## src/hw/emesh_pkg.sv

```systemverilog
package emesh_pkg;

   //##########################################################
   //# Widths
   //##########################################################
   localparam int AW = 32;                          // Address width
   localparam int DW = 32;                          // Data width
   localparam int PW = 104;                         // Full emesh packet

   //##########################################################
   //# Packet field positions
   //##########################################################
   localparam int P_WRITE_LO    = 0;                // Write flag
   localparam int P_WRITE_W     = 1;

   localparam int P_DATAMODE_LO = 1;                // Transfer size code
   localparam int P_DATAMODE_W  = 2;

   localparam int P_CTRLMODE_LO = 3;                // Control mode
   localparam int P_CTRLMODE_W  = 5;

   localparam int P_DSTADDR_LO  = 8;                // Target address
   localparam int P_DSTADDR_W   = AW;

   localparam int P_DATA_LO     = 40;               // Data word
   localparam int P_DATA_W      = DW;

   localparam int P_SRCADDR_LO  = 72;               // Return address for reads
   localparam int P_SRCADDR_W   = AW;

   //##########################################################
   //# Datamode codes
   //##########################################################
   localparam logic [1:0] DM_BYTE   = 2'd0;         // 8 bit
   localparam logic [1:0] DM_HALF   = 2'd1;         // 16 bit
   localparam logic [1:0] DM_WORD   = 2'd2;         // 32 bit
   localparam logic [1:0] DM_DOUBLE = 2'd3;         // Handled as a word here

   //##########################################################
   //# Defaults for the top level
   //##########################################################
   localparam int BANK_BIT_DEFAULT  = 10;           // Dstaddr bit picking the bank
   localparam int MEM_DEPTH_DEFAULT = 256;          // Words per bank

   // Bits 2 and up of dstaddr index a word
   localparam int WORD_LSB = 2;

endpackage

```

## src/hw/emesh_rr_merge.sv

```systemverilog
`timescale 1ns/1ps

module emesh_rr_merge (
   input  logic                     clk,
   input  logic                     reset,
   input  logic [1:0]               rr_access,
   input  logic [emesh_pkg::PW-1:0] rr_packet0,
   input  logic [emesh_pkg::PW-1:0] rr_packet1,
   input  logic                     wait_in,
   output logic [1:0]               rr_wait,
   output logic                     access_out,
   output logic [emesh_pkg::PW-1:0] packet_out
);
   import emesh_pkg::*;

   logic       ptr;                                 // Preferred bank
   logic [1:0] gnt;                                 // One-hot grant
   logic       load_ok;                             // Output register free or draining
   logic       load;
   logic       winner;

   //##########################################################
   //# Arbitration
   //##########################################################
   always_comb begin
      gnt = 2'b00;
      if (rr_access == 2'b11) begin
         gnt[ptr] = 1'b1;                           // Both ask, pointer decides
      end else begin
         gnt = rr_access;                           // Zero or one request
      end
   end

   assign winner  = gnt[1];
   assign load_ok = ~access_out | ~wait_in;
   assign load    = load_ok & (|gnt);

   // Stall on a full register, or lose to the other bank
   assign rr_wait[0] = ~load_ok | (rr_access[1] & ~gnt[0]);
   assign rr_wait[1] = ~load_ok | (rr_access[0] & ~gnt[1]);

   //##########################################################
   //# Output register and pointer
   //##########################################################
   always_ff @(posedge clk) begin
      if (reset) begin
         access_out <= 1'b0;
         ptr        <= 1'b0;                        // Bank 0 first
      end else if (load) begin
         access_out <= 1'b1;
         ptr        <= ~winner;                     // Move past the winner
      end else if (~wait_in) begin
         access_out <= 1'b0;                        // Drained, nothing new
      end
   end

   always_ff @(posedge clk) begin
      if (load) begin
         packet_out <= winner ? rr_packet1 : rr_packet0;
      end
   end

endmodule

```

## config.mk

```make
export PLATFORM = sky130hd
export DESIGN_NAME = emesh_rr_merge
export DESIGN_NICKNAME = d
export VERILOG_FILES = /design/src/hw/emesh_pkg.sv /design/src/hw/emesh_rr_merge.sv
export SDC_FILE = /design/constraint.sdc
export NUM_CORES = 1
export LEC_CHECK = 0
export ABC_AREA = 1
export BUFFER_PORTS_ARGS = -buffer_cell sky130_fd_sc_hd__buf_2
export CAP_MARGIN = 20
export CORE_AREA = 2 2 126 128
export CTS_CLUSTER_SIZE = 12
export DETAILED_ROUTE_END_ITERATION = 16
export DIE_AREA = 0 0 128 130
export PLACE_DENSITY = 0.62
export SYNTH_ARGS = -nofsm -noshare
export SYNTH_HDL_FRONTEND = slang
export SYNTH_SLANG_ARGS = --single-unit
```

## constraint.sdc

```tcl
create_clock -name clk -period 4.2 [get_ports clk]
set_input_delay 0.21 -clock clk [delete_from_list [all_inputs] [get_ports clk]]
set_output_delay 0.21 -clock clk [all_outputs]
set_load 0.01 [all_outputs]
```

==> results of run 1 <==
## cell type report
| cell class | count | area [µm²] |
|---|---|---|
| fillers | 1557 | 8816 |
| flip-flops and latches | 106 | 3163 |
| repair buffers | 324 | 1654 |
| multi-input cells | 324 | 1241 |
| well taps | 192 | 240.2 |
| clock buffers | 10 | 229.0 |
| clock inverters | 5 | 56.30 |
| inverters | 5 | 20.02 |
| diodes | 2 | 5.005 |
## report_power, final
group	total [mW]	internal [mW]	switching, mW
Sequential	1.33	1.30	0.0268
Combinational	0.456	0.191	0.264
Clock	0.817	0.458	0.358
Total	2.60	1.95	0.650
## synth_stat cells, drive strengths merged
| master | number |
|---|---|
| dfxtp | 2 |
| o21ai | 1 |
| inv | 5 |
| a21oi | 1 |
| o21a | 1 |
| buf | 21 |
| a31oi | 1 |
| nand2 | 318 |
| clkbuf | 1 |
| nand3 | 1 |
| nor2 | 1 |
| edfxtp | 104 |
## per-stage QoR
stage | cell area (µm²) | total power, mW | utilization (%) | instances | worst slack (ps)
floorplan | 4544 | 1.573 | - | 457 | 883.5
global placement | 6291 | 1.810 | 40.79 | 950 | 2059
detailed placement | 6291 | 1.817 | 40.79 | 950 | 2015
CTS | 6576 | 2.644 | 42.63 | 965 | 1914
global route | 6604 | 2.740 | 42.81 | 966 | 1829
finish | 6609 | 2.600 | 42.85 | 968 | 2002
## layout by cell type (no fill, tap or decap)
master	n
nor2_1	1
a21oi_1	1
clkinvlp_4	1
clkbuf_16	9
clkinv_4	1
edfxtp_1	104
a31oi_1	1
nand2_4	1
bufinv_16	1
o21ai_0	1
nand3_1	1
inv_1	4
buf_2	319
buf_4	4
diode_2	2
clkinv_2	3
clkbuf_1	1
o21a_4	1
buf_16	1
dfxtp_1	2
nand2_1	317
## sequential cells by signal, indices dropped and copies added, names as in the netlist
register	flops
access_out	1
packet_out	104
ptr	1
## worst max-delay path: stages, from the launching register on
cell and delay [ps]:
dfxtp_1 320, inv_1 60, nand2_1 90, nand2_4 80, clkinv_2 550, o21ai_0 380, buf_2 180
## kinds of logic after synthesis
| logic type | Yosys count |
|---|---|
| DFF | 106 |
| buffers and inverters | 27 |
| and+or+nand+nor | 320 |
| AOI/OAI and AO/OA | 4 |
## worst max-delay path by stage
| stage | start | end | slack (ps) | cells past startpoint |
|---|---|---|---|---|
| global placement | rr_access[0] | packet_out[7]$_DFFE_PP_ | 2060 | 7 |
| global route | ptr$_SDFFE_PP0P_ | rr_wait[1] | 1830 | 6 |
| CTS | ptr$_SDFFE_PP0P_ | rr_wait[1] | 1910 | 6 |
| finish | ptr$_SDFFE_PP0P_ | rr_wait[1] | 2000 | 6 |
| floorplan | access_out$_SDFFE_PP0P_ | packet_out[0]$_DFFE_PP_ | 880 | 2 |
| detailed placement | ptr$_SDFFE_PP0P_ | packet_out[7]$_DFFE_PP_ | 2020 | 7 |
## routing by layer
| metal | global-route usage [%] | vias up |
|---|---|---|
| li1 | - | 2091 |
| met5 | 0 | - |
| met1 | 16.64 | 1748 |
| met2 | 24.85 | 218 |
| met4 | 6.981 | 0 |
| met3 | 6.724 | 22 |
==> flow_summary.toml, run 1 <==
[synth]
ys_types = 16
synth_top_family_by_area = "simple AND/OR/NAND/NOR gates"
ys_warn_count = 0
netlist_area_um2 = 4544
synthAdderAreaFrac_pct = 0
synth_xor_area_share_pct = 0
synthCells = 457
ys_top_cells_by_area = "edfxtp_1 (69%), nand2_1 (26%), buf_2 (1.5%)"
ys_seq_area_share_pct = 69.60
synth-compound-area-share_pct = 0.5231
post-synth-top-area-fraction_pct = 68.72
synth-simple-area-share_pct = 26.51
ys_ff_latch = 106
synth_top_area_cell = "edfxtp_1"
synth_mux_area_share_pct = 0
synth.avg_cell_area_um2 = 9.944
synth_fp_nets = 670

[detailed_routing]
drt-initial-drc-count = 112
wl_met3_um = 1436
met1_length_um = 5127
topRoutingLayerUsed = "met4"
routed_wl_um = 12870
dr_wl_met2_um = 5994
via_per_inst = 4.214
drt_first_pass_iters = 4
wl_per_cell_um = 13.29
drcViolationCount = 0
vias = 4079
drtAntennaViolNets = 0

[global_routing]
grt_pass1_vias = 3855
grt_start_max_net_pins = 106
antenna_found_initial = 2
grt_pass1_wl_um = 18770
gr-total-overflow = 0
grtUsageTotal_pct = 14.99

[floorplanning]
ios = 320
die_w_um = 128
core-area_um2 = 15420
row_count = 46
initial_core_util_pct = 29.46
die-area_um2 = 16640
die_height_um = 130

[worst_setup_path]
worstPathMaxFanout = 55
path_class = "register to output port"
timing.rr.end = "packet_out[7]$_DFFE_PP_"
cp_data_arrival_time_ps = 1990
r2r_cells = 7
crit_required_ps = 3990
rr_startpoint = "ptr$_SDFFE_PP0P_"
worstSetupEndpointType = "output port"
rrSetupSlack_ps = 2050
start_kind = "register"

[flow_run]
cap_violations = 0

[clock_network]
clock_latency_ps = 340
post-cts-setup-buffers = 0
htreeDepth = 3
cts_tree = "yes"
cts_buffers = 9
cts_hold_buf = 0
path_clk_slew_ps = 70
clockRootBuffer = "clkbuf_16"
postCtsResizedCells = 0
cts_sinks = 106
clk_path_buf_depth = 2

[timing]
rsz0062_at_grt = "no"
relSlewSlack_pct = 31.60
max_clock_freq_mhz = 455.0
final-hold-violation-count = 0
tns_ps = 0
timing.final.crit_period_ps = 2198
setup_viol = 0
fin_skew_ps = 9.521
tightest_slew_ps = 1026
period_share_pct = 52.33
slew_violations = 0
hold-worst-slack_ps = 51.25

[placed_design]
port_buffers = 319
dpl.hpwl_um = 9769
place_congestion = 0.8031

[hold_path]
whs_endpoint = "access_out$_SDFFE_PP0P_"
holdCritStartpoint = "reset"
min_path_cells = 2
worstHoldPathType = "primary input to register"

[power]
cellPowerDensity_nw_per_um2 = 393.4
ir_worst_vdd_mv = 0.2248
p_leak_nw = 3.468

[final_layout]
drive_above_1_share_pct = 44.06
area_delta_synth_final_pct = 45.43
nNetsFinal = 983

[status]
status = "finished clean"
(Power assumes the default switching activity.)
==> inputs of run 2 (changes only) <==
==> config.mk (replaced) <==
export PLATFORM = sky130hd
export DESIGN_NAME = emesh_rr_merge
export DESIGN_NICKNAME = d
export VERILOG_FILES = /design/src/hw/emesh_pkg.sv /design/src/hw/emesh_rr_merge.sv
export SDC_FILE = /design/constraint.sdc
export NUM_CORES = 1
export LEC_CHECK = 0
export ABC_AREA = 0
export BUFFER_PORTS_ARGS = -buffer_cell sky130_fd_sc_hd__buf_2
export CAP_MARGIN = 20
export CORE_AREA = 2 2 124 126
export CTS_CLUSTER_SIZE = 12
export DETAILED_ROUTE_END_ITERATION = 16
export DIE_AREA = 0 0 126 128
export PLACE_DENSITY = 0.66
export SYNTH_ARGS = -nofsm -noshare
export SYNTH_HDL_FRONTEND = slang
export SYNTH_SLANG_ARGS = --single-unit
==> constraint.sdc (replaced) <==
create_clock -name clk -period 1.9 [get_ports clk]
set_input_delay 0.095 -clock clk [delete_from_list [all_inputs] [get_ports clk]]
set_output_delay 0.095 -clock clk [all_outputs]
set_load 0.01 [all_outputs]
==> flow_summary.toml, run 2 <==
[synth]
synth_xor_area_share_pct = 0
ys_warn_count = 0
synth_fp_nets = 446
post-synth-top-area-fraction_pct = 69.57
netlist_area_um2 = 4489
ys_seq_area_share_pct = 70.46
ys_top_cells_by_area = "edfxtp_1 (70%), mux2_2 (14%), mux2_1 (12%)"
synthArstFlopShare_pct = 0
synth-compound-area-share_pct = 0.8919
synth-simple-area-share_pct = 0.5017
ys_ff_latch = 106
synth_edf_count = 104
ys_types = 13
synth_top_family_by_area = "multiplexers"
yosysMostFrequentCell = "edfxtp_1"
synthAdderAreaFrac_pct = 0
yosys_most_used_dff = "edfxtp_1"
synth_top_area_cell = "edfxtp_1"
synth_mux_area_share_pct = 26.09
synth_common_cells = "edfxtp_1 (104), mux2_2 (55), mux2_1 (49)"
synth.avg_cell_area_um2 = 19.27
synthCells = 233

[timing]
setup_ws_ps = 338.5
timing.final.crit_period_ps = 1562
relSlewSlack_pct = 68.87
max_clock_freq_mhz = 640.4
final-hold-violation-count = 0
tns_ps = 0
period_share_pct = 82.18
fin_skew_ps = 5.655
slew_violations = 0
tightest_slew_ps = 465.9
rsz0062_at_grt = "no"
setup_viol = 0

[worst_setup_path]
crit_family = "multiplexers"
critPathBufInv = 1
crit_required_ps = 1990
rrSetupSlack_ps = 340
cp_data_arrival_time_ps = 1650
cp_slowest_cell = "mux2_2"
worstPathMaxFanout = 55
start_kind = "register"
worstSetupEndpointType = "register"
max_stage_delay_ps = 380
rr_startpoint = "ptr$_SDFFE_PP0P_"
timing.rr.end = "packet_out[95]$_DFFE_PP_"
crit_chain = "o21ai_4 > buf_12 > mux2_2"
path_class = "register to register"
r2r_cells = 3

[power]
power_frac_clock_pct = 33.7
p_int_mw = 4.485
swShare_pct = 22.74
p_leak_nw = 2.966
seq_power_share_pct = 50.1
total_power_mw = 5.805
p_switching_mw = 1.320
ir_worst_vdd_mv = 0.4917
power_frac_comb_pct = 16.2
cellPowerDensity_nw_per_um2 = 871.6

[clock_network]
postCtsResizedCells = 0
cts_tree = "yes"
htreeDepth = 3
path_clk_slew_ps = 70
clock_latency_ps = 350
clockRootBuffer = "clkbuf_16"
cts_sinks = 106
clk_path_buf_depth = 2
cts_buffers = 9

[final_layout]
nFillCells = 1373
reg_top3 = "packet_out: 104 flops, access_out: 1 flops, ptr: 1 flops"
multi_input_area_um2 = 1245
largest_reg_flops = 104
utilization_pct = 44.81
fin_area_um2 = 6660
layout_common_cells = "buf_2 (319), edfxtp_1 (104), mux2_2 (55), mux2_1 (49), clkbuf_16 (9)"
final_common_cell = "buf_2"
area_delta_synth_final_pct = 48.36
regMostFlops = "packet_out"
diodes = 0
nNetsFinal = 772
seq_area_um2 = 3164
drive_above_1_share_pct = 70.39

[floorplanning]
die_w_um = 126
row_count = 45
ios = 320
core-area_um2 = 14860
die-area_um2 = 16130
initial_core_util_pct = 30.20
die_height_um = 128

[detailed_routing]
wl_per_cell_um = 15.55
drt_first_pass_iters = 4
wl_met3_um = 1076
vias = 3333
drt-initial-drc-count = 73
routed_wl_um = 11700
dr_wl_met2_um = 6203
via_per_inst = 4.432
drcViolationCount = 0
topRoutingLayerUsed = "met4"
met1_length_um = 4217
drtAntennaViolNets = 0

[placed_design]
dpl.hpwl_um = 9188
dpl-instance-area_um2 = 6340
port_buffers = 319
place_ws_ps = 338.8
place_congestion = 0.7731

[global_routing]
antenna_found_initial = 0
grt_start_max_net_pins = 56
gr-total-overflow = 0
grt_pass1_wl_um = 17630
grt_pass1_vias = 3552
grtUsageTotal_pct = 14.15

[hold_path]
whs_endpoint = "packet_out[84]$_DFFE_PP_"
worstHoldPathType = "primary input to register"
min_path_cells = 2
holdCritStartpoint = "rr_packet1[84]"

[status]
status = "finished clean"

[flow_run]
cap_violations = 0
-- run 2: logic make-up (layout without fill, tap and decap cells) --
| group | after synthesis | after routing |
|---|---|---|
| compound gates | 5 | 5 |
| buf+inv | 12 | 343 |
| flops | 106 | 106 |
| mux | 104 | 104 |
| simple gates | 6 | 6 |
-- run 2: repair_timing --
action / 4_1_cts / 5_1_grt
buffers inserted: 0 / 0
hold buffers: 1 / 0
hold endpoints to repair: 2 / 0
setup endpoints to repair: 0 / 0
-- run 2: routing by layer --
| layer | track usage (%) | vias to the layer above |
|---|---|---|
| met5 | 0 | - |
| met4 | 5.688 | 0 |
| met3 | 4.633 | 13 |
| met2 | 26.00 | 183 |
| met1 | 14.95 | 1571 |
| li1 | - | 1566 |
-- run 2: final cells by class --
cell class | count | share of cell area (%)
Clock inverter | 6 | 1.221
Sequential cell | 106 | 47.51
Tap cell | 188 | 3.532
Multi-Input combinational cell | 115 | 18.69
Inverter | 1 | 0.05636
Clock buffer | 10 | 3.438
Timing Repair Buffer | 326 | 25.55
-- run 2: worst max path at each step --
stage	slack [ps]	startpoint	cells past startpoint	to
finish	340	ptr$_SDFFE_PP0P_	3	packet_out[95]$_DFFE_PP_
global route	250	ptr$_SDFFE_PP0P_	4	rr_wait[0]
CTS	310	ptr$_SDFFE_PP0P_	4	rr_wait[0]
detailed placement	340	ptr$_SDFFE_PP0P_	3	packet_out[89]$_DFFE_PP_
global placement	380	ptr$_SDFFE_PP0P_	3	packet_out[89]$_DFFE_PP_
floorplan	-600	access_out$_SDFFE_PP0P_	1	packet_out[0]$_DFFE_PP_
-- run 2: power groups by stage --
stage          Sequential, mW  Combinational (mW)  Clock (mW)
4_1_cts                  2.91               0.963        2.03
3_5_place_dp             2.96               0.957           0
2_1_floorplan            3.09               0.320           0
3_3_place_gp             2.96               0.936           0
6_report                 2.91               0.940        1.96
5_1_grt                  2.93                1.02        2.11
-- run 2: metrics by stage --
stage | hold WS (ps) | std cells
2_1_floorplan | 156.7 | 233
3_3_place_gp | 263.9 | 735
3_5_place_dp | 274.1 | 735
4_1_cts | 7.014 | 752
5_1_grt | 21.57 | 752
6_report | 27.98 | 752
==> inputs of run 3 (changes only) <==
==> constraint.sdc (replaced) <==
create_clock -name clk -period 1.35 [get_ports clk]
set_input_delay 0.0675 -clock clk [delete_from_list [all_inputs] [get_ports clk]]
set_output_delay 0.0675 -clock clk [all_outputs]
set_load 0.01 [all_outputs]
==> flow_summary.toml, run 3 (synthesized netlist as in run 2, its figures left out) <==
[detailed_routing]
wl_per_cell_um = 15.20
drtAntennaViolNets = 0
drt-initial-drc-count = 69
routed_wl_um = 11660
vias = 3348
via_per_inst = 4.365
drt_first_pass_iters = 4
drcViolationCount = 0

[floorplanning]
initial_core_util_pct = 30.20
die-area_um2 = 16130
core-area_um2 = 14860
die_height_um = 128
ios = 320
die_w_um = 126
row_count = 45

[final_layout]
layout_common_cells = "buf_2 (319), edfxtp_1 (104), mux2_2 (53), mux2_4 (51)"
area_delta_synth_final_pct = 56.22
nFillCells = 1357
utilization_pct = 47.18
diodes = 0
reg_top3 = "packet_out: 104 flops, access_out: 1 flops, ptr: 1 flops"
nNetsFinal = 787
regMostFlops = "packet_out"
largest_reg_flops = 104
drive_above_1_share_pct = 79.62
final_common_cell = "buf_2"

[worst_setup_path]
cp_data_arrival_time_ps = 1580
timing.rr.end = "packet_out[3]$_DFFE_PP_"
crit_required_ps = 1440
rrSetupSlack_ps = -130
startpoint = "ptr$_SDFFE_PP0P_"
r2r_cells = 4
path_class = "register to register"
worstPathMaxFanout = 27
worstSetupEndpointType = "register"
rr_startpoint = "ptr$_SDFFE_PP0P_"
start_kind = "register"

[flow_run]
cap_violations = 0

[clock_network]
path_clk_slew_ps = 70
clockRootBuffer = "clkbuf_16"
htreeDepth = 3
clk_path_buf_depth = 2
cts_sinks = 106
cts_tree = "yes"
cts_buffers = 9
clock_latency_ps = 340

[timing]
setup_viol = 96
max_clock_freq_mhz = 674.1
slew_violations = 0
final-hold-violation-count = 0
timing.final.crit_period_ps = 1483
relSlewSlack_pct = 79.84
tns_ps = -9608
fin_skew_ps = 4.930
period_share_pct = 109.9
hold-worst-slack_ps = 20.96
setup_ws_ps = -133.4
tightest_slew_ps = 302.4
rsz0062_at_grt = "yes"

[global_routing]
gr-total-overflow = 0
grt_pass1_wl_um = 17320
grtUsageTotal_pct = 13.89
antenna_found_initial = 0
grt_start_max_net_pins = 53
grt_pass1_vias = 3457

[power]
ir_worst_vdd_mv = 0.5587
total_power_mw = 8.203
cellPowerDensity_nw_per_um2 = 1170
p_leak_nw = 3.287

[hold_path]
min_path_cells = 2
holdCritStartpoint = "rr_packet0[42]"
whs_endpoint = "packet_out[42]$_DFFE_PP_"
worstHoldPathType = "primary input to register"

[status]
violations = "setup timing"
status = "complete, but fails checks"

[placed_design]
dpl.hpwl_um = 9082
place_ws_ps = -153.2
port_buffers = 319
place_congestion = 0.7885
## run 3: cell types whose count changed in the layout (fill, tap and decap cells not counted), sizes merged
cell         delta
buf            +14
bufinv          -1
clkbuf          +1
clkinv          -1
clkinvlp        +1
dlygate4sd3     +1
## run 3: worst max-delay path, cell delays in order, from the launching register on
cell     delay [ps]
dfxtp_2         330
o21ai_4         190
buf_12          150
buf_16          180
mux2_2          360
## run 3: worst max-delay path by stage
stage / end / slack (ps) / depth (start not counted)
after detailed placement: packet_out[10]$_DFFE_PP_ / -150 / 3
final: packet_out[3]$_DFFE_PP_ / -130 / 4
after global routing: packet_out[89]$_DFFE_PP_ / -170 / 4
after global placement: packet_out[100]$_DFFE_PP_ / -130 / 3
after CTS: packet_out[9]$_DFFE_PP_ / -140 / 4
after floorplan: packet_out[0]$_DFFE_PP_ / -1150 / 1
## run 3: metrics by stage
step                instances  cell area [µm²]
finish                    767             7013
floorplan                 233             4710
detailed placement        747             6628
global placement          747             6628
global route              767             7013
CTS                       767             7005
## run 3: layout make-up
| type | instances | area [µm²] | area share (%) |
|---|---|---|---|
| Multi-Input combinational cell | 115 | 1436 | 20.48 |
| Clock inverter | 5 | 55.05 | 0.7850 |
| Clock buffer | 11 | 232.7 | 3.318 |
| Sequential cell | 106 | 3166 | 45.14 |
| Timing Repair Buffer | 341 | 1884 | 26.87 |
| Tap cell | 188 | 235.2 | 3.354 |
| Inverter | 1 | 3.754 | 0.05352 |
## run 3: repair_timing
action,4_1_cts,5_1_grt
resized for setup,7,1
cloned,1,0
setup buffers,1,0
hold buffers,2,0
endpoints found under the hold margin,2,0
setup endpoints to repair,97,100
## run 3: layer usage
layer	wire length [µm]	global-route usage, %
met5	0	0
met1	4383	15.30
met4	189	5.430
met2	6047	25.21
met3	1036	4.090
## run 3: report_power, final
| group | internal (mW) | switching, mW |
|---|---|---|
| Combinational | 0.870 | 0.687 |
| Sequential | 4.01 | 0.0798 |
| Clock | 1.43 | 1.12 |
